==> src/logic/bram_1r1w.sv <==
`timescale 1ns/1ps

module bram_1r1w #(
    parameter int WIDTH_BYTES = 4,
    parameter int DEPTH = 64
) (
    input  logic                     CLK,
    input  logic                     nRST,
    input  logic                     ren,
    input  logic [$clog2(DEPTH)-1:0] rindex,
    output logic [WIDTH_BYTES*8-1:0] rdata,
    input  logic [WIDTH_BYTES-1:0]   wen_byte,
    input  logic [$clog2(DEPTH)-1:0] windex,
    input  logic [WIDTH_BYTES*8-1:0] wdata
);

    logic [WIDTH_BYTES*8-1:0] mem [DEPTH];
    logic [WIDTH_BYTES*8-1:0] rd_next;

    // write-first: bytes written this cycle go straight to the read
    always_comb begin
        rd_next = mem[rindex];
        for (int b = 0; b < WIDTH_BYTES; b++) begin
            if (wen_byte[b] && windex == rindex) begin
                rd_next[b*8 +: 8] = wdata[b*8 +: 8];
            end
        end
    end

    always_ff @(posedge CLK or negedge nRST) begin
        if (!nRST) begin
            for (int i = 0; i < DEPTH; i++) begin
                mem[i] <= '0;
            end
            rdata <= '0;
        end else begin
            for (int b = 0; b < WIDTH_BYTES; b++) begin
                if (wen_byte[b]) begin
                    mem[windex][b*8 +: 8] <= wdata[b*8 +: 8];
                end
            end
            // rdata holds when no read is issued
            if (ren) begin
                rdata <= rd_next;
            end
        end
    end

    a_windex_known: assert property (@(posedge CLK) disable iff (!nRST)
        |wen_byte |-> !$isunknown(windex));

endmodule

==> config.mk <==
export PLATFORM = sky130hd
export DESIGN_NAME = bram_1r1w
export DESIGN_NICKNAME = d
export VERILOG_FILES = /design/src/logic/bram_1r1w.sv
export SDC_FILE = /design/constraint.sdc
export NUM_CORES = 2
export LEC_CHECK = 0
export ABC_CLOCK_PERIOD_IN_PS = 2900
export BUFFER_PORTS_ARGS = -buffer_cell sky130_fd_sc_hd__buf_4
export CORE_MARGIN = 8
export CORE_UTILIZATION = 50
export CTS_CLUSTER_DIAMETER = 200
export DETAILED_ROUTE_END_ITERATION = 7
export PLACE_DENSITY = 0.65
export SLEW_MARGIN = 20
export SYNTH_ARGS = -nofsm -noshare
export SYNTH_HDL_FRONTEND = slang
export SYNTH_SLANG_ARGS = --single-unit
==> constraint.sdc <==
create_clock -name CLK -period 2.9 [get_ports CLK]
set_input_delay 0.58 -clock CLK [delete_from_list [all_inputs] [get_ports CLK]]
set_output_delay 0.58 -clock CLK [all_outputs]
set_load 0.01 [all_outputs]
==> run summary <==
Synth unique cells: 26
Die X: 447.9 um
Most frequent cells in the layout: dfrtp_1 (2080), mux2_2 (1275), mux2_1 (773)
Worst-Skew Late Latency: 0.85 ns
Largest net degree at the start of global routing: 131
Critical setup path kind: in2reg
DP Area: 0.09947 mm^2
CTS Root Buffer Type: clkbuf_16
Hold Fails Final Rpt: 0
Post-CTS Resized: 0
Starting density of the core: 50.31%
Final #Nets: 6284
Syn nets: 6023
Flop2flop setup slack: 0.74 ns
Total of max-cap violations: 0
Worst R2R Path Depth: 6
Yosys Warn Count: 0
Synth Flop Type: dfrtp_1
Syn Inst Count: 5972
Vias: 54560
Clock sinks: 2080
Critical path arrival: 2.96 ns
First-pass GRT wire length: 385100 um
R2r startpoint: mem[1607]$_DFFE_PN0P_
Initial antenna violation count: 7
Maximum VDD drop: 0.5345 mV
Placed insts: 8495
Pwr Density: 672.7 mW/mm^2
Critical path cell sequence: buf_8 -> buf_12 -> buf_12 -> buf_12 -> mux4_2 -> a22oi_1 -> a21oi_1 -> o41ai_1 -> a31oi_1
Max Freq: 446.6 MHz
CP Max Fanout: 16
Worst setup EP type: flip-flop
Final setup fails: 0
Die Ht: 447.9 um
Sequential share of the synthesized area: 55.79%
Wire length per cell: 28.34 um
Worst Setup Start Kind: input port
Tmin final: 2.239 ns
CTS buffer count: 215
Mapped cell area: 0.09329 mm^2
DR DRC count: 0
Skew final: 0.03314 ns
Total track usage: 25.29%
DR pass1 iterations: 5
Worst Setup SP: rindex[0]
Crit path buf inv count: 4
FP Rows: 158
Die Area: 0.2007 mm^2
Non-Filler Instances: 8893
Slew Limit Fails: 0
Fraction of layout cells with a size suffix above 1: 41.12%
Area delta synth->final: 14.42%
Worst-Margin Slew: 0.8854 ns
Hold WC Path Type: in2reg
Rel. slew slack: 40.76%
CP Depth: 9
Hold Buf Count CTS: 1
CP required: 3.62 ns
Most common cell on crit path: buf_12
Period utilization: 77.22%
Status: finished clean
Final instance area: 0.1067 mm^2
Vias in the first global route: 57590
Post-CTS Setup Repair Bufs: 0
Clock Tree Buf Depth: 3
Post-DP HPWL: 167800 um
Delay-heaviest family, CP: compound AO/OA/AOI/OAI gates
Ys async rst share: 100.0%
Most common cell after layout, fill and taps aside: dfrtp_1
Post-synth EDFFs: 0
Placeable Area: 0.1854 mm^2
Delay of the slowest critical-path stage: 0.51 ns
Final ANT Viol Nets: 0
Clk slew on worst S/H paths: 0.07 ns
Reg2reg end: rdata[7]$_DFFE_PN0P_
Vias per inst: 6.135
Pleak: 49.89 nW
GPL Wtd Cong: 0.9207
Total grt overflow: 0
Routed Wire Length: 252000 um
Crit-path slowest cell: mux4_2
H-tree levels: 4
CTS tree: yes
# IOs: 83
RSZ-0062 raised after global routing: no
Initial DRC Count: 3945
Fill count: 14620
Port buffer count: 82
Syn avg cell area: 15.62 um^2
CP endpoint: rdata[27]$_DFFE_PN0P_
Synth Register Bits: 2080
-- state kept, by name (all words and copies together) (netlist names) --
name / flops
rdata: 32
mem: 2048
-- worst register-to-register path: stages (launching register included) --
cell and delay (ns):
dfrtp_1 0.37, mux4_2 0.46, a22oi_1 0.33, a21oi_1 0.28, o41ai_1 0.37, buf_4 0.16
a31oi_1 0.07
-- cells by family after synthesis --
| kind of cell | share of synthesized area, % |
|---|---|
| xor gates and xnor gates | 0.05633 |
| and+or+nand+nor | 1.784 |
| AOI/OAI and AO/OA | 3.262 |
| buffers and inverters | 2.023 |
| muxes | 37.08 |
| DFF | 55.79 |
-- cells in the mapped netlist, drive strengths merged (3+ instances only) --
| cell type | number | area (um^2) |
|---|---|---|
| a21oi | 128 | 640.6 |
| mux4 | 512 | 11530 |
| and3 | 4 | 25.02 |
| a31oi | 32 | 200.2 |
| or3b | 3 | 26.28 |
| a22oi | 256 | 1922 |
| xor2 | 6 | 52.55 |
| nor2 | 101 | 379.1 |
| buf | 91 | 513.0 |
| o41ai | 32 | 280.3 |
| nand3 | 6 | 30.03 |
| clkbuf | 366 | 1374 |
| nand3b | 6 | 45.04 |
| dfrtp | 2080 | 52050 |
| nand2 | 292 | 1096 |
| mux2 | 2048 | 23060 |
-- layer usage --
layer / GRT usage, % / vias to the layer above / share of wire [%]
li1: - / 23010 / -
met1: 35.00 / 29650 / 43
met2: 40.01 / 1424 / 47
met3: 5.485 / 478 / 6.1
met4: 8.729 / 0 / 3.9
met5: 0.1184 / - / 0
-- stage by stage --
stage | util [%] | hold slack [ns] | total power, mW | setup TNS, ns | setup slack [ns]
6_report | 57.56 | 0.2357 | 71.81 | 0 | 0.6606
5_1_grt | 57.56 | 0.2085 | 74.70 | 0 | 0.5198
4_1_cts | 57.55 | 0.1510 | 72.47 | 0 | 0.7128
3_5_place_dp | 53.64 | 0.4755 | 44.25 | -2.485 | -0.1790
3_3_place_gp | 53.64 | 0.4677 | 43.77 | -2.590 | -0.2408
2_1_floorplan | - | 0.2844 | 40.81 | 0 | 0.3846
-- report_power, final --
group / switching (mW) / leakage [nW] / internal (mW) / total [mW]
registers: 1.89 / 27.6 / 32.9 / 34.8
logic: 3.87 / 18.7 / 5.05 / 8.92
clock network: 11.6 / 3.58 / 16.5 / 28.1
-- worst min-delay path by stage --
stage | start | to | slack, ns | cells after the start
floorplan | nRST | mem[0]$_DFFE_PN0P_ | 0.28 | 0
finish | ren | rdata[21]$_DFFE_PN0P_ | 0.24 | 2
global placement | mem[1065]$_DFFE_PN0P_ | mem[1065]$_DFFE_PN0P_ | 0.47 | 1
detailed placement | mem[1075]$_DFFE_PN0P_ | mem[1075]$_DFFE_PN0P_ | 0.48 | 1
CTS | ren | rdata[21]$_DFFE_PN0P_ | 0.15 | 2
global route | ren | rdata[17]$_DFFE_PN0P_ | 0.21 | 2
-- layout make-up --
cell class | instances | area [um^2] | area share [%]
clock inverters | 69 | 898.4 | 0.8416
flip-flops and latches | 2080 | 52050 | 48.76
well taps | 2480 | 3103 | 2.907
diodes | 7 | 17.52 | 0.01641
repair buffers | 501 | 4937 | 4.625
multi-input cells | 3435 | 39390 | 36.91
clock buffers | 321 | 6341 | 5.941
No activity file was read; power rests on OpenSTA's default activity.
