[config.mk]
export PLATFORM = sky130hd
export DESIGN_NAME = icache_plru
export DESIGN_NICKNAME = d
export VERILOG_FILES = /design/src/common/icache_geom_pkg.sv /design/src/icache/icache_plru.sv
export SDC_FILE = /design/constraint.sdc
export NUM_CORES = 1
export LEC_CHECK = 0
export ABC_AREA = 1
export BUFFER_PORTS_ARGS = -buffer_cell sky130_fd_sc_hd__buf_2
export CAP_MARGIN = 20
export CELL_PAD_IN_SITES_DETAIL_PLACEMENT = 2
export CELL_PAD_IN_SITES_GLOBAL_PLACEMENT = 2
export CORE_UTILIZATION = 25
export CTS_CLUSTER_SIZE = 24
export DETAILED_ROUTE_END_ITERATION = 10
export GPL_ROUTABILITY_DRIVEN = 0
export PLACE_DENSITY_LB_ADDON = 0.1
export SLEW_MARGIN = 20
export SYNTH_ARGS = -nofsm -noshare
export SYNTH_HDL_FRONTEND = slang
export SYNTH_SLANG_ARGS = --single-unit
[constraint.sdc]
create_clock -name CLK -period 4.1 [get_ports CLK]
set_input_delay 0.82 -clock CLK [delete_from_list [all_inputs] [get_ports CLK]]
set_output_delay 0.82 -clock CLK [all_outputs]
set_load 0.005 [all_outputs]
[src/common/icache_geom_pkg.sv]
package icache_geom_pkg;

    // ------------------------------------------------------------------------
    // cache geometry

    localparam int ICACHE_NUM_SETS = 128;
    localparam int ICACHE_INDEX_WIDTH = $clog2(ICACHE_NUM_SETS);
    localparam int ICACHE_ASSOC = 2;
    localparam int ICACHE_TAG_WIDTH = 22;

    // two 16-byte fetch slots per 32-byte block
    localparam int ICACHE_FETCH_BYTES = 16;
    localparam int ICACHE_FETCH_SLOTS = 2;
    localparam int ICACHE_FETCH_OFFSET_WIDTH = $clog2(ICACHE_FETCH_SLOTS);

    // valid bit, pad bit and tag, rounded up to whole bytes
    localparam int ICACHE_TAG_ENTRY_BYTES = (ICACHE_TAG_WIDTH + 1 + 7) / 8;

    // ------------------------------------------------------------------------
    // types

    typedef logic [ICACHE_INDEX_WIDTH-1:0] icache_index_t;
    typedef logic [ICACHE_TAG_WIDTH-1:0] icache_tag_t;
    typedef logic [ICACHE_FETCH_OFFSET_WIDTH-1:0] icache_fetch_off_t;
    typedef logic [$clog2(ICACHE_ASSOC)-1:0] icache_way_t;
    typedef logic [ICACHE_FETCH_BYTES*8-1:0] icache_fetch_data_t;

    // valid in the top bit, then padding, then the tag
    typedef logic [ICACHE_TAG_ENTRY_BYTES*8-1:0] icache_tag_entry_t;

endpackage

[src/icache/icache_plru.sv]
`timescale 1ns/1ps

module icache_plru import icache_geom_pkg::*; (
    input  logic          CLK,
    input  logic          nRST,
    input  icache_index_t rsp_index,
    input  logic          core_resp_hit_valid,
    input  icache_way_t   core_resp_hit_way,
    output icache_way_t   victim_way
);

    // one bit per set names the least recently used way
    icache_way_t [ICACHE_NUM_SETS-1:0] lru_bits;

    always_ff @(posedge CLK or negedge nRST) begin
        if (!nRST) begin
            lru_bits <= '0;
        end else if (core_resp_hit_valid) begin
            // two ways, so the other way becomes LRU
            lru_bits[rsp_index] <= ~core_resp_hit_way;
        end
    end

    assign victim_way = lru_bits[rsp_index];

endmodule

==> flow_metrics.env <==
export IMPL_antenna_found_initial=0
export IMPL_cts_inserted_buffers=17
export IMPL_p_leak_nw=3.76
export IMPL_synthTopCellsByArea="dfrtp_1, nand2_1, a31oi_1, a21oi_1, inv_1"
export IMPL_synth_cells=919
export IMPL_grt_use_total=0.187
export IMPL_die_h_um=168
export IMPL_ys_flop_type="dfrtp_1"
export IMPL_end_kind="output port"
export IMPL_p_per_area_nw_per_um2=463
export IMPL_final_area_um2=7870
export IMPL_max_clock_freq_mhz=283
export IMPL_tightestPinTransition_ns=0.979
export IMPL_slew_headroom=0.344
export IMPL_slowest_delay_ns=0.34
export IMPL_overflow=0
export IMPL_portBuffers=11
export IMPL_synth_cell_types=24
export IMPL_htree_levels=4
export IMPL_cts_buffer_depth=2
export IMPL_core_area_um2=27000
export IMPL_cts_repair_resized=0
export IMPL_synth_edf_count=0
export IMPL_clkSlewWorstSetupHoldPaths_ns=0.07
export IMPL_clkLatencyLatePin_ns=0.42
export IMPL_setup_tns_ns=0
export IMPL_avgSynthCellArea_um2=7.47
export IMPL_synth_compound_area_frac=0.199
export IMPL_drcViolationCount=0
export IMPL_die_x_um=168
export IMPL_rsz0062_at_grt="no"
export IMPL_grt_pass1_vias=6856
export IMPL_ys_warn_count=0
export IMPL_drt_iter0_markers=261
export IMPL_path_cells="buf_2 > nand2_2 > clkinv_1 > nand3_1 > nand2_1 > nor2_1 > nor2_1 > nor2_1 > nand2_1 > nand2_1 > nand4_1 > buf_2"
export IMPL_synthAdderAreaFrac=0
export IMPL_crit_slowest_cell="clkinv_1"
export IMPL_placementRows=60
export IMPL_firstDrtPassIters=4
export IMPL_maxCapViolations=0
export IMPL_async_flop_share=1.00
export IMPL_synthXorXnorAreaFrac=0
export IMPL_netlist_area_um2=6860
export IMPL_numClockSinks=128
export IMPL_die_area_um2=28100
export IMPL_irDropWorstVdd_mv=0.226
export IMPL_synth_simple_area_share=0.234
export IMPL_synth_top_area_share=0.467
export IMPL_synth_seq_cells=128
export IMPL_finalSetupViolCount=0
export IMPL_finClkSkew_ns=0
export IMPL_postRouteAntennaNets=0
export IMPL_cts_hold_buf=0
export IMPL_synth_top_family_by_area="simple AND/OR/NAND/NOR gates"
export IMPL_start_util=0.255
export IMPL_maxSlewViolCount=0
export IMPL_area_delta_synth_final_pct=14.7
export IMPL_worst_setup_path_start_kind="primary input"
export IMPL_post_cts_buffers=0
export IMPL_finalCritPeriodShare=0.863
export IMPL_worstPathArrival_ns=2.72
export IMPL_dr_total_vias=6268
export IMPL_final_util=0.292
export IMPL_hpwl_um=16100
export IMPL_layout_nets=916
export IMPL_largest_register_ff_count=128
export IMPL_grt_max_degree=79
export IMPL_finalHoldViolCount=0
export IMPL_synth_area_mux_share=0
export IMPL_critPathKind="in2out"
export IMPL_outcome="finished, final reports clean"
export IMPL_synth_nets=930
export IMPL_place_area_um2=7270
export IMPL_cts_root_buffer="clkbuf_16"
export IMPL_via_per_inst=4.98
export IMPL_boundaryPins=12
export IMPL_crit_required_ns=3.28
export IMPL_grt_pass1_wl_um=40000
export IMPL_wl_um=24900
export IMPL_num_antenna_cells=0
export IMPL_post_drt_wl_per_cell_um=19.7
export IMPL_cts_tree="done"
export IMPL_ys_seq_area_frac=0.467
export IMPL_fin_crit_ns=3.54
export IMPL_cp_max_fo=13
export IMPL_worst_hold_slack_ns=0.426
export IMPL_hold_path_class="in2async"
export IMPL_synth_top_area_cell="dfrtp_1"
export IMPL_largest_register="lru_bits"
export IMPL_drive_gt1_frac=0.101
export IMPL_reg_top3="lru_bits (128)"
[worst max-delay path, delay by kind of cell]
| family | cells | cell delay [ns] |
|---|---|---|
| AND/OR/NAND/NOR | 9 | 1.13 |
| buffers and inverters | 3 | 0.74 |
[Yosys cell counts, types with 2 or more instances]
cell,instances
nand2_1,272
dfrtp_1,128
a21oi_1,115
a31oi_1,111
inv_1,82
nor2_1,61
buf_2,34
nand3_1,34
clkbuf_1,24
o21ai_0,19
buf_4,8
inv_2,7
nor3_2,6
nand2_2,3
buf_6,2
nor2_2,2
nor2_8,2
nor3_1,2
or2_2,2
[worst paths after layout]
kind                                     from       endpoint  slack (ns)  cells after the start
worst max-delay path             rsp_index[1]     victim_way        0.56                     12
worst min-delay path                     nRST  lru_bits[120]        0.43                      1
worst max register to register   lru_bits[60]   lru_bits[60]        3.35                      2
worst min register to register  lru_bits[112]  lru_bits[112]        0.50                      2
max in group asynchronous                nRST   lru_bits[85]        2.89                      2
min in group CLK                lru_bits[112]  lru_bits[112]        0.50                      2
[metal layers]
| layer | wire [um] | track usage | share of wire | up-vias |
|---|---|---|---|---|
| met5 | 0 | 0 | 0 | - |
| met4 | 408 | 0.0523 | 0.016 | 0 |
| met3 | 357 | 0.0305 | 0.014 | 23 |
| met2 | 12500 | 0.325 | 0.50 | 60 |
| met1 | 11600 | 0.237 | 0.46 | 3173 |
| li1 | - | - | - | 3012 |
[per-stage QoR]
step                power, W  setup WS [ns]  instances
finish               0.00364          0.563       1259
global route         0.00386          0.314       1259
CTS                  0.00371          0.492       1259
detailed placement   0.00211          0.525       1227
global placement     0.00207          0.596       1227
floorplan            0.00190           1.46        919
[final cells by class]
cell class	count	area, um^2
clock buffers	18	429
clock inverters	14	168
fillers	3144	19100
inverters	91	344
multi-input cells	632	3010
flip-flops and latches	128	3200
well taps	341	427
repair buffers	35	294
[cell usage in the layout (no fill, tap or decap), types with 3 or more instances in the layout]
cell,n
a31oi_1,111
nor2_2,4
dfrtp_1,128
nand2_2,3
buf_4,21
nor3_4,6
clkinv_4,4
clkbuf_16,17
o21ai_0,19
buf_2,9
clkinvlp_4,3
nand3_1,34
a21oi_1,115
buf_12,4
inv_1,82
bufinv_16,3
clkinv_2,4
nor2_1,59
inv_2,7
nand2_1,272
[report_power, final]
part	switching (W)	total, W	leakage (nW)	internal, W
Clock	0.000616	0.00157	0.286	0.000955
Combinational	0.000368	0.000554	1.81	0.000186
Sequential	0.0000901	0.00152	1.67	0.00143
[kinds of logic (layout without fill, tap and decap cells)]
group | after synthesis | count (layout)
buf+inv | 159 | 158
simple gates | 387 | 387
compound gates | 245 | 245
flops | 128 | 128
(Power assumes the default switching activity.)
