`config.mk`:
```
export PLATFORM = sky130hd
export DESIGN_NAME = icache_lookup
export DESIGN_NICKNAME = d
export VERILOG_FILES = /design/src/common/icache_geom_pkg.sv /design/src/icache/icache_lookup.sv
export SDC_FILE = /design/constraint.sdc
export NUM_CORES = 1
export LEC_CHECK = 0
export BUFFER_PORTS_ARGS = -buffer_cell sky130_fd_sc_hd__buf_2
export CAP_MARGIN = 20
export CORE_AREA = 5 5 361 363
export CTS_CLUSTER_SIZE = 14
export DETAILED_ROUTE_END_ITERATION = 10
export DIE_AREA = 0 0 366 368
export SETUP_SLACK_MARGIN = 0.5
export SYNTH_ARGS = -nofsm -noshare
export SYNTH_HDL_FRONTEND = slang
export SYNTH_SLANG_ARGS = --single-unit
```
`constraint.sdc`:
```
create_clock -name CLK -period 2 [get_ports CLK]
set_input_delay 0.1 -clock CLK [delete_from_list [all_inputs] [get_ports CLK]]
set_output_delay 0.1 -clock CLK [all_outputs]
set_load 0.1 [all_outputs]
```
`src/common/icache_geom_pkg.sv`:
```
package icache_geom_pkg;

    // ------------------------------------------------------------------------
    // cache geometry

    localparam int ICACHE_NUM_SETS = 128;
    localparam int ICACHE_INDEX_WIDTH = $clog2(ICACHE_NUM_SETS);
    localparam int ICACHE_ASSOC = 2;
    localparam int ICACHE_TAG_WIDTH = 22;

    // two 16-byte fetch slots per 32-byte block
    localparam int ICACHE_FETCH_BYTES = 16;
    localparam int ICACHE_FETCH_SLOTS = 2;
    localparam int ICACHE_FETCH_OFFSET_WIDTH = $clog2(ICACHE_FETCH_SLOTS);

    // valid bit, pad bit and tag, rounded up to whole bytes
    localparam int ICACHE_TAG_ENTRY_BYTES = (ICACHE_TAG_WIDTH + 1 + 7) / 8;

    // ------------------------------------------------------------------------
    // types

    typedef logic [ICACHE_INDEX_WIDTH-1:0] icache_index_t;
    typedef logic [ICACHE_TAG_WIDTH-1:0] icache_tag_t;
    typedef logic [ICACHE_FETCH_OFFSET_WIDTH-1:0] icache_fetch_off_t;
    typedef logic [$clog2(ICACHE_ASSOC)-1:0] icache_way_t;
    typedef logic [ICACHE_FETCH_BYTES*8-1:0] icache_fetch_data_t;

    // valid in the top bit, then padding, then the tag
    typedef logic [ICACHE_TAG_ENTRY_BYTES*8-1:0] icache_tag_entry_t;

endpackage

```
`src/icache/icache_lookup.sv`:
```
`timescale 1ns/1ps

module icache_lookup import icache_geom_pkg::*; (
    input  logic                                                CLK,
    input  logic                                                nRST,
    input  logic                                                core_req_valid,
    input  icache_fetch_off_t                                   core_req_fetch_off,
    input  icache_index_t                                       core_req_index,
    output logic                                                tag_ren,
    output icache_index_t                                       tag_rindex,
    input  logic [ICACHE_ASSOC*ICACHE_TAG_ENTRY_BYTES*8-1:0]    tag_rdata,
    output logic                                                data_ren,
    output logic [ICACHE_INDEX_WIDTH+ICACHE_FETCH_OFFSET_WIDTH-1:0] data_rindex,
    input  logic [ICACHE_ASSOC*ICACHE_FETCH_BYTES*8-1:0]        data_rdata,
    input  logic                                                fill_active,
    input  icache_index_t                                       fill_index,
    input  icache_tag_t                                         fill_tag,
    input  icache_way_t                                         fill_way,
    input  icache_fetch_data_t [ICACHE_FETCH_SLOTS-1:0]         fill_buffer,
    output logic                                                rsp_valid,
    output icache_index_t                                       rsp_index,
    output icache_fetch_off_t                                   rsp_fetch_off,
    output logic [ICACHE_ASSOC-1:0]                             core_resp_valid_by_way,
    output icache_tag_t [ICACHE_ASSOC-1:0]                      core_resp_tag_by_way,
    output icache_fetch_data_t [ICACHE_ASSOC-1:0]               core_resp_instr_by_way
);

    icache_tag_entry_t [ICACHE_ASSOC-1:0]  tag_entries;
    icache_fetch_data_t [ICACHE_ASSOC-1:0] way_data;
    logic                                  bypass;

    // ------------------------------------------------------------------------
    // request stage, both arrays read in parallel

    assign tag_ren = core_req_valid;
    assign tag_rindex = core_req_index;
    assign data_ren = core_req_valid;
    assign data_rindex = {core_req_index, core_req_fetch_off};

    always_ff @(posedge CLK or negedge nRST) begin
        if (!nRST) begin
            rsp_valid <= 1'b0;
        end else begin
            rsp_valid <= core_req_valid;
        end
    end

    always_ff @(posedge CLK) begin
        rsp_index <= core_req_index;
        rsp_fetch_off <= core_req_fetch_off;
    end

    // ------------------------------------------------------------------------
    // response stage

    assign tag_entries = tag_rdata;
    assign way_data = data_rdata;

    // refill in flight for this set, so the array may still be stale
    assign bypass = rsp_valid && fill_active && rsp_index == fill_index;

    always_comb begin
        for (int w = 0; w < ICACHE_ASSOC; w++) begin
            core_resp_valid_by_way[w] = tag_entries[w][$bits(icache_tag_entry_t)-1];
            core_resp_tag_by_way[w] = tag_entries[w][ICACHE_TAG_WIDTH-1:0];
            core_resp_instr_by_way[w] = way_data[w];
        end
        // new block shows up in the way it is filling
        if (bypass) begin
            core_resp_valid_by_way[fill_way] = 1'b1;
            core_resp_tag_by_way[fill_way] = fill_tag;
            core_resp_instr_by_way[fill_way] = fill_buffer[rsp_fetch_off];
        end
    end

endmodule

```
==> results.json <==
{
  "cts-root-buf": "clkbuf_16",
  "status": "finished, violations left",
  "cts_tree": "yes",
  "wirelength_um": 95430,
  "fin_crit_sh_pct": 116.8,
  "critical_path_class": "reg2out",
  "violations": "negative setup slack",
  "port_buffers": 927,
  "drv_slew": 0,
  "globalplace.congestion": 0.9940,
  "fill_cells": 14140,
  "dp_hpwl_um": 88670,
  "via_count": 13080,
  "overflow": 0,
  "ios": 930,
  "grt_max_degree": 133,
  "syn_area_sq_um": 8394,
  "power_density_nw_per_um2": 363.3,
  "wl_per_cell_um": 25.14,
  "power_frac_comb_pct": 93.2,
  "htreeDepth": 1,
  "postRouteAntennaNets": 0,
  "setup_ws_ns": -0.3366,
  "drc": 0,
  "rsz0062_at_grt": "yes",
  "worstPathMaxFanout": 25,
  "hold_viol_final": 0,
  "start_util_pct": 6.625,
  "synth_cells": 1131,
  "fin_hold_ws_ns": 0.005437,
  "critPathRequiredTime_ns": 1.90,
  "yosysWarningCount": 0,
  "ys_seq_area_share_pct": 2.206,
  "p_leak_nw": 11.00,
  "die_y_um": 368,
  "avgSynthCellArea_sq_um": 7.422,
  "die_width_um": 366,
  "final_nets": 2728,
  "clock_sink_count": 9,
  "tightestPinTransition_ns": 0.6929,
  "internal_power_mw": 3.274,
  "grt_pass1_vias": 13083,
  "drtIter0Drc": 989,
  "die_area_sq_um": 134700,
  "dr.pass1.iters": 5,
  "drive_above_1_share_pct": 70.21,
  "cp-start-kind": "register",
  "cts_buffers": 3,
  "place_ws_ns": -0.3148,
  "finalSetupTns_ns": -82.30,
  "viasPerCell": 3.446,
  "clk_pin_slew_ns": 0.04,
  "num_rows": 131,
  "max-vdd-ir-drop_mv": 0.2683,
  "core_area_sq_um": 126700,
  "track_usage_pct": 13.29,
  "switching_share_pct": 59.18,
  "max_freq_ghz": 0.4280,
  "syn2layout_area_growth_pct": 163.0,
  "p_switching_mw": 4.748,
  "maxSlewHeadroom_pct": 53.80,
  "p_clk_share_pct": 4.4,
  "synth.distinct_cells": 16,
  "clockBufferDepth": 2,
  "max-cap-violations": 0,
  "seq_power_share_pct": 2.4,
  "hp-class": "in2reg",
  "dpl-instance-area_sq_um": 21550,
  "syn_nets": 1733,
  "synth-seq-cells": 9,
  "finalSetupViolations": 302,
  "min_period_ns": 2.337,
  "cp.arrival_ns": 2.24,
  "antenna_found_initial": 65,
  "end_kind": "output port",
  "grt_pass1_wl_um": 122400,
  "post-route-cell-area_sq_um": 22080
}
-- layout make-up --
class	count	area (sq um)	area share [%]
Tap cell	1662	2079	9.419
Timing Repair Buffer	1115	10970	49.71
Multi-Input combinational cell	995	8690	39.36
Sequential cell	9	219.0	0.9917
Inverter	2	15.01	0.06800
Clock buffer	4	78.83	0.3570
Antenna cell	9	22.52	0.1020
-- worst paths after layout --
kind,startpoint,to,slack (ns),cells past startpoint
max,rsp_valid,core_resp_instr_by_way[0],-0.34,8
min,core_req_index[6],rsp_index[6],0.005,1
max in group asynchronous,nRST,rsp_valid,1.70,2
min in group asynchronous,nRST,rsp_valid,0.19,2
-- power groups by stage --
stage          logic, mW  clock network [mW]  registers (mW)
2_1_floorplan       3.99                   0           0.266
3_3_place_gp        7.42                   0           0.197
3_5_place_dp        7.47                   0           0.197
4_1_cts             7.55               0.357           0.195
5_1_grt             7.80               0.370           0.196
6_report            7.47               0.354           0.195
-- flip-flops by register name, indices dropped and copies added, names as in the netlist --
| register | cells |
|---|---|
| rsp_fetch_off | 1 |
| rsp_index | 7 |
| rsp_valid | 1 |
-- metrics by stage --
| step | total power, mW | cells | utilization [%] |
|---|---|---|---|
| 6_report | 8.022 | 3796 | 17.43 |
| 5_1_grt | 8.365 | 3792 | 17.42 |
| 4_1_cts | 8.102 | 3786 | 17.36 |
| 3_5_place_dp | 7.663 | 3773 | 17.01 |
| 3_3_place_gp | 7.618 | 3773 | 17.01 |
| 2_1_floorplan | 4.256 | 1131 | - |
-- worst max-delay path, cell delays in order (launching register included) --
cell and delay [ns]:
dfrtp_4 0.40, nand2_1 0.07, nor4_2 0.30, buf_4 0.17, nand2_4 0.07, buf_12 0.18, buf_16 0.23, mux2_4 0.32
buf_12 0.16
-- synthesized netlist by cell type --
cell | count | share of area (%)
mux2_2 | 345 | 46
a21oi_1 | 254 | 15
nor2_1 | 254 | 11
mux2i_1 | 129 | 15
clkbuf_1 | 54 | 2.4
buf_2 | 29 | 1.7
buf_6 | 18 | 2.4
buf_4 | 17 | 1.5
dfxtp_1 | 8 | 1.9
buf_1 | 7 | 0.31
xor2_1 | 7 | 0.73
inv_1 | 2 | 0.089
nand2_1 | 2 | 0.089
nor4_1 | 2 | 0.15
o21bai_1 | 2 | 0.18
dfrtp_1 | 1 | 0.30
-- cell families after synthesis --
group	Yosys count	share of synthesized area, %
AOI/OAI and AO/OA	256	15.32
xor gates and xnor gates	7	0.7304
buffers and inverters	127	8.481
DFF	9	2.206
muxes	474	61.66
and+or+nand+nor	258	11.60
-- layer usage --
| layer | up-vias | GRT usage (%) | wire length [um] | share of wire (%) |
|---|---|---|---|---|
| li1 | 6076 | - | - | - |
| met1 | 6162 | 16.77 | 39600 | 41 |
| met2 | 708 | 21.60 | 42930 | 45 |
| met3 | 114 | 6.168 | 11470 | 12 |
| met4 | 20 | 1.002 | 1325 | 1.4 |
| met5 | - | 0 | 108 | 0.11 |
-- cell usage in the layout, fill, tap and decap left out, types with 3 or more instances in the layout --
master	instances
xor2_1	6
buf_6	7
buf_4	153
a21oi_1	254
dlygate4sd3_1	4
mux2_2	81
dfxtp_4	8
nor2_1	254
mux2i_4	10
buf_2	624
buf_8	4
mux2_4	264
mux2i_1	112
buf_16	6
buf_12	316
clkbuf_16	3
mux2i_2	7
diode_2	9
-- what timing repair did --
action / 4_1_cts / 5_1_grt
resized for setup: 42 / 14
setup buffers: 1 / 1
endpoints found under the hold margin: 4 / 0
endpoints found under the setup margin: 302 / 302
pin swaps: 1 / 2
hold buffers: 4 / 0
gates cloned: 4 / 0
Note: power is estimated with default switching activity, not from simulation.
