===== src/common/icache_geom_pkg.sv =====
package icache_geom_pkg;

    // ------------------------------------------------------------------------
    // cache geometry

    localparam int ICACHE_NUM_SETS = 128;
    localparam int ICACHE_INDEX_WIDTH = $clog2(ICACHE_NUM_SETS);
    localparam int ICACHE_ASSOC = 2;
    localparam int ICACHE_TAG_WIDTH = 22;

    // two 16-byte fetch slots per 32-byte block
    localparam int ICACHE_FETCH_BYTES = 16;
    localparam int ICACHE_FETCH_SLOTS = 2;
    localparam int ICACHE_FETCH_OFFSET_WIDTH = $clog2(ICACHE_FETCH_SLOTS);

    // valid bit, pad bit and tag, rounded up to whole bytes
    localparam int ICACHE_TAG_ENTRY_BYTES = (ICACHE_TAG_WIDTH + 1 + 7) / 8;

    // ------------------------------------------------------------------------
    // types

    typedef logic [ICACHE_INDEX_WIDTH-1:0] icache_index_t;
    typedef logic [ICACHE_TAG_WIDTH-1:0] icache_tag_t;
    typedef logic [ICACHE_FETCH_OFFSET_WIDTH-1:0] icache_fetch_off_t;
    typedef logic [$clog2(ICACHE_ASSOC)-1:0] icache_way_t;
    typedef logic [ICACHE_FETCH_BYTES*8-1:0] icache_fetch_data_t;

    // valid in the top bit, then padding, then the tag
    typedef logic [ICACHE_TAG_ENTRY_BYTES*8-1:0] icache_tag_entry_t;

endpackage


===== src/common/icache_l2_pkg.sv =====
package icache_l2_pkg;

    // block address is tag in the upper bits, set index in the lower bits
    localparam int L1_BLOCK_ADDR_WIDTH = 29;

    // a whole 32-byte block in one beat
    localparam int L1_BLOCK_DATA_WIDTH = 256;

    typedef logic [L1_BLOCK_ADDR_WIDTH-1:0] l1_block_addr_t;
    typedef logic [L1_BLOCK_DATA_WIDTH-1:0] l1_block_data_t;

endpackage


===== src/icache/icache_miss_reg.sv =====
`timescale 1ns/1ps

module icache_miss_reg
    import icache_geom_pkg::*;
    import icache_l2_pkg::*;
(
    input  logic                                                CLK,
    input  logic                                                nRST,
    input  logic                                                rsp_valid,
    input  icache_index_t                                       rsp_index,
    input  icache_fetch_off_t                                   rsp_fetch_off,
    input  icache_way_t                                         victim_way,
    input  logic                                                core_resp_miss_valid,
    input  icache_tag_t                                         core_resp_miss_tag,
    output logic                                                l2_req_valid,
    output l1_block_addr_t                                      l2_req_addr,
    input  logic                                                l2_req_ready,
    input  logic                                                l2_resp_valid,
    input  l1_block_addr_t                                      l2_resp_addr,
    input  l1_block_data_t                                      l2_resp_data,
    output logic [ICACHE_ASSOC*ICACHE_TAG_ENTRY_BYTES-1:0]      tag_wen_byte,
    output icache_index_t                                       tag_windex,
    output logic [ICACHE_ASSOC*ICACHE_TAG_ENTRY_BYTES*8-1:0]    tag_wdata,
    output logic [ICACHE_ASSOC*ICACHE_FETCH_BYTES-1:0]          data_wen_byte,
    output logic [ICACHE_INDEX_WIDTH+ICACHE_FETCH_OFFSET_WIDTH-1:0] data_windex,
    output logic [ICACHE_ASSOC*ICACHE_FETCH_BYTES*8-1:0]        data_wdata,
    output logic                                                fill_active,
    output icache_index_t                                       fill_index,
    output icache_tag_t                                         fill_tag,
    output icache_way_t                                         fill_way,
    output icache_fetch_data_t [ICACHE_FETCH_SLOTS-1:0]         fill_buffer
);

    typedef enum logic [2:0] {
        IDLE,
        REQUEST,
        WAIT_DATA,
        FILL,
        DELAY
    } miss_state_t;

    miss_state_t       state;
    miss_state_t       state_next;
    icache_index_t     miss_index;
    icache_tag_t       miss_tag;
    icache_way_t       miss_way;
    icache_fetch_off_t fill_cnt;
    l1_block_data_t    block_buf;
    logic              miss_same;
    logic              miss_load;
    logic              take_resp;
    logic              last_slot;

    // ------------------------------------------------------------------------
    // miss register control

    // a repeat report of the held miss is dropped
    assign miss_same = state != IDLE && rsp_index == miss_index
        && core_resp_miss_tag == miss_tag;

    // pending request keeps its address until L2 takes it
    // and a refill in progress runs to its end
    assign miss_load = rsp_valid && core_resp_miss_valid && !miss_same
        && state != REQUEST && state != FILL;

    assign take_resp = state == WAIT_DATA && l2_resp_valid
        && l2_resp_addr == {miss_tag, miss_index};

    assign last_slot = fill_cnt == icache_fetch_off_t'(ICACHE_FETCH_SLOTS - 1);

    always_comb begin
        state_next = state;
        if (state == FILL) begin
            if (last_slot) begin
                state_next = DELAY;
            end
        end else if (miss_load) begin
            state_next = REQUEST;
        end else if (state == DELAY) begin
            state_next = IDLE;
        end else if (take_resp) begin
            state_next = FILL;
        end else if (state == REQUEST && l2_req_ready) begin
            state_next = WAIT_DATA;
        end
    end

    always_ff @(posedge CLK or negedge nRST) begin
        if (!nRST) begin
            state <= IDLE;
            fill_cnt <= '0;
        end else begin
            state <= state_next;
            fill_cnt <= (state == FILL) ? fill_cnt + 1'b1 : '0;
        end
    end

    always_ff @(posedge CLK) begin
        if (miss_load) begin
            miss_index <= rsp_index;
            miss_tag <= core_resp_miss_tag;
            miss_way <= victim_way;
        end
        if (take_resp) begin
            block_buf <= l2_resp_data;
        end
    end

    // ------------------------------------------------------------------------
    // L2 request and bypass view

    assign l2_req_valid = state == REQUEST;
    assign l2_req_addr = {miss_tag, miss_index};

    assign fill_active = state == FILL || state == DELAY;
    assign fill_index = miss_index;
    assign fill_tag = miss_tag;
    assign fill_way = miss_way;
    assign fill_buffer = block_buf;

    // ------------------------------------------------------------------------
    // array writes, victim way only

    always_comb begin
        tag_wen_byte = '0;
        data_wen_byte = '0;
        if (state == FILL) begin
            data_wen_byte[miss_way*ICACHE_FETCH_BYTES +: ICACHE_FETCH_BYTES] = '1;
            // tag goes valid with the last slot
            if (last_slot) begin
                tag_wen_byte[miss_way*ICACHE_TAG_ENTRY_BYTES +: ICACHE_TAG_ENTRY_BYTES] = '1;
            end
        end
    end

    assign tag_windex = miss_index;
    assign tag_wdata = {ICACHE_ASSOC{1'b1, 1'b0, miss_tag}};
    assign data_windex = {miss_index, fill_cnt};
    assign data_wdata = {ICACHE_ASSOC{fill_buffer[fill_cnt]}};

    a_req_stable: assert property (@(posedge CLK) disable iff (!nRST)
        l2_req_valid && !l2_req_ready |=> l2_req_valid && $stable(l2_req_addr));

    a_write_in_fill: assert property (@(posedge CLK) disable iff (!nRST)
        ((|tag_wen_byte) || (|data_wen_byte)) |-> state == FILL);

    // core only reports a miss in a lookup response cycle
    a_miss_in_rsp: assert property (@(posedge CLK) disable iff (!nRST)
        core_resp_miss_valid |-> rsp_valid && !$isunknown({rsp_index, rsp_fetch_off}));

endmodule


===== config.mk =====
export PLATFORM = sky130hd
export DESIGN_NAME = icache_miss_reg
export DESIGN_NICKNAME = d
export VERILOG_FILES = /design/src/common/icache_geom_pkg.sv /design/src/common/icache_l2_pkg.sv /design/src/icache/icache_miss_reg.sv
export SDC_FILE = /design/constraint.sdc
export NUM_CORES = 1
export LEC_CHECK = 0
export BUFFER_PORTS_ARGS = -buffer_cell sky130_fd_sc_hd__buf_2
export CAP_MARGIN = 20
export CORE_AREA = 2 2 390 392
export DETAILED_ROUTE_END_ITERATION = 6
export DIE_AREA = 0 0 392 394
export GPL_TIMING_DRIVEN = 1
export SETUP_SLACK_MARGIN = 0.15
export SLEW_MARGIN = 20
export SYNTH_ARGS = -nofsm -noshare
export SYNTH_HDL_FRONTEND = slang
export SYNTH_SLANG_ARGS = --single-unit

===== constraint.sdc =====
create_clock -name CLK -period 30.9 [get_ports CLK]
set_clock_uncertainty 0.15 [all_clocks]
set_input_delay 3.09 -clock CLK [delete_from_list [all_inputs] [get_ports CLK]]
set_output_delay 3.09 -clock CLK [all_outputs]
set_load 0.05 [all_outputs]

==> results of run 1 <==
## area by class of cell
cell class / count / area, µm² / area share
Antenna cell: 18 / 45.04 / 0.002259
Timing Repair Buffer: 1007 / 5086 / 0.2550
Multi-Input combinational cell: 247 / 2342 / 0.1174
Tap cell: 2030 / 2540 / 0.1274
Sequential cell: 290 / 8692 / 0.4358
Clock inverter: 25 / 239.0 / 0.01198
Clock buffer: 44 / 994.7 / 0.04988
Inverter: 1 / 3.754 / 0.0001882
## through the flow
step	setup WS, ps	util	power (mW)
after floorplan	18330	-	0.7806
after global routing	23530	0.1321	1.356
after detailed placement	22720	0.1238	0.8675
final	23700	0.1324	1.307
after CTS	23350	0.1320	1.338
after global placement	22770	0.1238	0.8670
## sequential cells by signal, summed over array words and instances (netlist names)
signal and cells:
fill_buffer 256, fill_tag 22, fill_index 7, state 3, fill_cnt 1, fill_way 1
## synth_stat cells
| cell type | n |
|---|---|
| edfxtp_1 | 286 |
| buf_4 | 254 |
| mux2_2 | 83 |
| xnor2_1 | 50 |
| mux2_1 | 45 |
| nand4_1 | 18 |
| buf_2 | 12 |
| xor2_1 | 8 |
| nand2_1 | 7 |
| nor2_1 | 7 |
| nor4_1 | 6 |
| dfrtp_1 | 4 |
| buf_1 | 3 |
| and2_1 | 2 |
| clkbuf_1 | 2 |
| conb_1 | 2 |
| a211o_1 | 1 |
| a21oi_1 | 1 |
| a221o_1 | 1 |
| and3_1 | 1 |
| buf_6 | 1 |
| inv_1 | 1 |
| mux2i_1 | 1 |
| nand2b_1 | 1 |
| nand4_4 | 1 |
| nor3_1 | 1 |
| nor4_4 | 1 |
| o211ai_1 | 1 |
| o21ai_0 | 1 |
| o22ai_1 | 1 |
| o31a_1 | 1 |
| o32ai_1 | 1 |
| or2_1 | 1 |
| or3_4 | 1 |
| or4_4 | 1 |
## per-layer routing
layer	GRT usage	vias up	share of wire
met4	0.02727	12	0.026
li1	-	4279	-
met3	0.04427	186	0.11
met5	0	-	0.00080
met2	0.1939	862	0.46
met1	0.1500	5265	0.41
## layout by cell type (no fill, tap or decap), types with 2 or more instances in the layout
master        n
mux2_1       45
dfrtp_1       3
clkinv_1      6
nand2_1       7
nand4_1      18
clkbuf_16    39
conb_1        4
buf_2       990
nor4_1        6
xnor2_1      50
clkinv_2      2
clkinvlp_4    4
bufinv_16     2
diode_2      18
buf_4        16
inv_6         6
edfxtp_1    286
clkbuf_1      5
inv_8         2
xor2_1        8
clkinv_8      2
nor2_1        6
mux2_2       83
## path summary, 6_finish.rpt
check	from	to	depth (start not counted)
worst max register to register	fill_tag[12]	fill_buffer[192]	7
worst min-delay path	state[2]	state[2]	1
min in group asynchronous	nRST	state[1]	1
worst max-delay path	l2_resp_addr[11]	fill_buffer[192]	8
worst min register to register	state[2]	state[2]	1
max in group asynchronous	nRST	fill_cnt	1
## kinds of logic after synthesis
logic type | after synthesis | synth area share
AO/OA/AOI/OAI | 8 | 0.004613
XOR/XNOR | 58 | 0.03902
buffers and inverters | 273 | 0.1537
flip-flops | 290 | 0.6673
multiplexers | 129 | 0.1115
other | 2 | 0.0005768
AND/OR/NAND/NOR | 48 | 0.02335
## report_power, final
group | internal [mW] | switching, mW | total, mW | leakage (nW)
clock | 0.253 | 0.200 | 0.453 | 0.590
combinational | 0.0880 | 0.306 | 0.394 | 4.77
sequential | 0.439 | 0.0210 | 0.460 | 2.63
total | 0.780 | 0.527 | 1.31 | 7.99
==> metrics.md, run 1 <==
| Metric | Value |
|---|---|
| Outcome | finished, final reports clean |
| Port bufs | 990 |
| Die W | 392 µm |
| Type of origin of the critical path | input port |
| Post-route DRC | 0 |
| Die Footprint | 154,400 µm² |
| Worst Max-Slew Pin Slew | 1111 ps |
| Clock Path Buffers | 3 |
| First-pass GRT wire length | 116,400 µm |
| Nets | 1,907 |
| Setup violators final | 0 |
| CP bufs+invs | 4 |
| FMAX | 138.9 MHz |
| Vias per Instance | 2.896 |
| Distinct cells, synth | 35 |
| CTS tree | done |
| Routed Wire Length | 97,580 µm |
| DP Cell Count | 3,575 |
| WL/cell | 26.65 µm |
| Layout fillers | 17,080 |
| Antenna Nets Post-Route | 0 |
| Non-Filler Instances | 3,662 |
| Via count | 10,600 |
| RSZ-0062 raised after global routing | no |
| Final Cell Area | 19,940 µm² |
| Critical path's top delay family | buffers and inverters |
| Mapped Area | 13,020 µm² |
| #FFs+latches synth | 290 |
| H-tree levels | 2 |
| Pins Over Slew Limit | 0 |
| Initial DRC Count | 1,056 |
| Overall global routing resource usage | 0.1197 |
| Post-cts resize count | 0 |
| Dpl cell area | 18,660 µm² |
| Max-cap viol count | 0 |
| Tcrit/Tclk final | 0.2330 |
| Clock Sinks | 290 |
| R2r setup slk | 25,640 ps |
| WP data required | 30,940 ps |
| Peak supply drop | 0.03004 mV |
| Leak | 7.993 nW |
| Register area share after synthesis | 0.6673 |
| Total gr overflow | 0 |
| Crit Path Class | input port to register |
| Initial Util | 0.08642 |
| Most frequent CP cell | buf_4 |
| Cts bufs inserted | 38 |
| Gpl congestion | 0.9215 |
| Syn. warnings | 0 |
| CTS Hold Bufs | 0 |
| CP cell instances | buf_2 -> xnor2_1 -> nand4_1 -> or4_4 -> nor4_4 -> buf_6 -> buf_4 -> buf_4 |
| Worst hold slack | 482.5 ps |
| Max stage delay cell, worst path | buf_4 |
| Synth top area share | 0.6596 |
| Hold Vio Cnt, Final | 0 |
| Crit path time final | 7198 ps |
| Syn Area/Cell | 16.11 µm² |
| P&R area growth vs syn | 53.17% |
| Layout cells sized above 1 | 0.7156 |
| Post-Route Setup TNS | 0 ps |
| Power per cell area | 65.52 nW/µm² |
| Synth top area cells | edfxtp_1, buf_4, mux2_2, mux2_1, xnor2_1 |
| Area leader, netlist | edfxtp_1 |
| HPWL after DPL | 84,840 µm |
| Largest net degree at the start of global routing | 84 |
| Clock transition at path regs | 60 ps |
| Io pins | 996 |
| Crit-path max cell delay | 900 ps |
| Clk Tree Root Cell | clkbuf_16 |
| Hold crit path type | register to register |
| CP endpoint kind | register |
| Setup bufs post-CTS | 0 |
| Synth Instances | 808 |
| Vias in the first global route | 9,670 |
| Initial antenna violation count | 83 |
| Floorplan row count | 143 |
| Worst slew margin | 0.2596 |
| First-pass iteration count of the detailed router | 5 |
| Die Y-Extent | 394 µm |
| Worst Path Arrival | 7240 ps |
| Clk Latency, worst-skew pair | 570 ps |
| CP Max Fanout | 83 |
| Core ar. | 150,700 µm² |
(Power assumes the default switching activity.)
==> run 2: changes to the inputs <==
Settings changed: ABC_AREA set to 1, CORE_AREA 2 2 390 392 to 2 2 392 394, DIE_AREA 0 0 392 394 to 0 0 394 396.
Clock period 30.9 ns to 6.2 ns, I/O delays scaled along.
==> run 2 against run 1 <==
Worst hold slack worse by 430 ps. Global-route usage is 0.69 points higher. Routed wire length is 7.4% higher. Power grew to 7.4 times the previous value. Final cell count is 19% higher. Core utilization is 1.9 points higher. Critical endpoint is now data_wdata[27]. Largest cell class unchanged.
==> metrics.md, run 2 <==
| Metric | Value |
|---|---|
| Outcome | finished, final reports clean |
| CP bufs+invs | 3 |
| Most numerous cell in the Yosys netlist | nand2_1 |
| Clk Latency, worst-skew pair | 600 ps |
| Type of origin of the critical path | register |
| Setup violators final | 0 |
| CP Max Fanout | 82 |
| Die W | 394 µm |
| Most frequent cells after synthesis | nand2_1, edfxtp_1, buf_4, inv_1, nor2_1 |
| Crit-path max cell delay | 790 ps |
| EDFF count, synth | 286 |
| CP endpoint kind | primary output |
| #FFs+latches synth | 290 |
| HPWL after DPL | 88,020 µm |
| Max-cap viol count | 0 |
| WP data required | 5430 ps |
| Xor and xnor area share after synthesis | 0.01559 |
| Clk Tree Root Cell | clkbuf_16 |
| First-pass GRT wire length | 129,000 µm |
| Combinational Power Share | 0.498 |
| Overall global routing resource usage | 0.1265 |
| Initial antenna violation count | 75 |
| Largest net degree at the start of global routing | 103 |
| Power Internal | 4.443 mW |
| H-tree levels | 2 |
| Cts bufs inserted | 41 |
| Crit Path Class | register to primary output |
| Floorplan row count | 143 |
| Sw Share | 0.5375 |
| Mux contribution to synthesized area | 0 |
| Largest family of logic cells by synthesized area | buffers and inverters |
| Initial DRC Count | 1,195 |
| RSZ-0062 raised after global routing | no |
| Post-route DRC | 0 |
| WL/cell | 24.02 µm |
| Port bufs | 990 |
| Vias per Instance | 3.171 |
| Worst hold slack | 55.99 ps |
| Tot Pwr | 9.605 mW |
| Mapped Area | 13,480 µm² |
| Clock power share | 0.254 |
| Setup bufs post-CTS | 0 |
| Post-synthesis compound-gate area fraction | 0.001114 |
| Critical path's top delay family | buffers and inverters |
| Post-cts resize count | 0 |
| Post-synthesis simple-gate area fraction | 0.1678 |
| Synth top area cells | edfxtp_1, nand2_1, buf_4, inv_1, xnor2_1 |
| Worst Path Arrival | 3660 ps |
| Initial Util | 0.08895 |
| Power per cell area | 417.8 nW/µm² |
| Via count | 13,830 |
| Most common cell after layout, fill and taps aside | buf_2 |
| Area leader, netlist | edfxtp_1 |
| Tcrit/Tclk final | 0.7138 |
| Worst slew margin | 0.2817 |
| Worst Max-Slew Pin Slew | 1077 ps |
| Clock Path Buffers | 3 |
| CTS tree | done |
| FMAX | 226.0 MHz |
| Max FFs per register | 256 |
| Routed Wire Length | 104,800 µm |
| Syn. warnings | 0 |
| Clock Sinks | 290 |
| Syn Area/Cell | 10.67 µm² |
| Max stage delay cell, worst path | dfrtp_4 |
| P&R area growth vs syn | 70.56% |
| Hold Vio Cnt, Final | 0 |
| Pins Over Slew Limit | 0 |
| Ys async rst share | 0.01379 |
| CTS Hold Bufs | 248 |
| Top FF cell, synth | edfxtp_1 |
| Layout cells sized above 1 | 0.4662 |
| Most frequent CP cell | nand2_1 |
| CP cell instances | inv_6 -> buf_4 -> nand2_1 -> nand2_1 -> buf_2 |
| Io pins | 996 |
| Die Footprint | 156,000 µm² |
| Gpl congestion | 0.9425 |
| Antenna Nets Post-Route | 0 |
| Hold crit path type | input port to register |
| Post-layout util | 0.1517 |
| Distinct cells, synth | 22 |
| Clock transition at path regs | 60 ps |
| Adder-Cell Fraction of Synth Area | 0 |
| First-pass iteration count of the detailed router | 6 |
| Die Y-Extent | 396 µm |
| Crit path time final | 4426 ps |
| Sequential Power Share | 0.249 |
| Peak supply drop | 0.4060 mV |
| Register area share after synthesis | 0.6445 |
| Sw power | 5.163 mW |
| Post-Route Setup TNS | 0 ps |
| Total gr overflow | 0 |
| Leak | 10.40 nW |
| Most frequent cells in the layout | buf_2, nand2_1, edfxtp_1 |
| Nets | 2,597 |
| Core ar. | 151,500 µm² |
| Synth Instances | 1,263 |
| Vias in the first global route | 12,860 |
| Synth top area share | 0.6371 |
run 2: cell types whose count changed after synthesis, sizes merged, moves of 6 or more:
cell / previous run / this run
clkbuf: 2 / 23
inv: 1 / 74
buf: 270 / 259
xnor2: 50 / 20
mux2: 128 / 0
nor2: 7 / 45
nand3: 0 / 6
nand2: 7 / 521
nand4: 19 / 5
run 2: logic make-up after synthesis:
logic type | after synthesis
compound gates | 3
xor+xnor | 24
buf+inv | 356
flops | 290
other cells | 2
simple gates | 588
run 2: area by class of cell:
class / instances / area, µm²
Clock inverter: 31 / 321.6
Clock buffer: 45 / 1041
Multi-Input combinational cell: 619 / 2510
Inverter: 74 / 282.8
Tap cell: 2030 / 2540
Timing Repair Buffer: 1249 / 7545
Fill cell: 17150 / 128600
Antenna cell: 24 / 60.06
Sequential cell: 290 / 8692
run 2: worst paths after layout:
kind	startpoint	to	slack, ps	cells after the start
min in group asynchronous	nRST	fill_cnt	230	2
hold / removal	l2_resp_data[154]	fill_buffer[154]	60	1
setup / recovery	fill_cnt	data_wdata[27]	1770	5
hold reg to reg	state[0]	state[0]	390	2
setup reg to reg	fill_index[0]	fill_buffer[72]	2880	7
max in group asynchronous	nRST	fill_cnt	5540	2
run 2: per-layer routing:
layer / global-route usage / wire length (µm)
met4: 0.07143 / 6665
met5: 0 / 67
met1: 0.1577 / 42640
met2: 0.1941 / 46020
met3: 0.03752 / 9394
run 2: power groups by stage:
| stage | combinational (mW) | clock, mW | sequential (mW) |
|---|---|---|---|
| after CTS | 4.78 | 2.55 | 2.40 |
| after global routing | 4.93 | 2.59 | 2.40 |
| final | 4.78 | 2.44 | 2.39 |
| after detailed placement | 4.60 | 0 | 2.44 |
| after floorplan | 3.87 | 0 | 2.38 |
| after global placement | 4.60 | 0 | 2.44 |
run 2: through the flow:
stage / worst slack [ps] / area (µm²) / instances
floorplan: 395.2 / 13500 / 1265
global placement: 2478 / 19090 / 4014
detailed placement: 2440 / 19090 / 4014
CTS: 1740 / 22930 / 4338
global route: 1660 / 22970 / 4354
finish: 1774 / 22990 / 4362
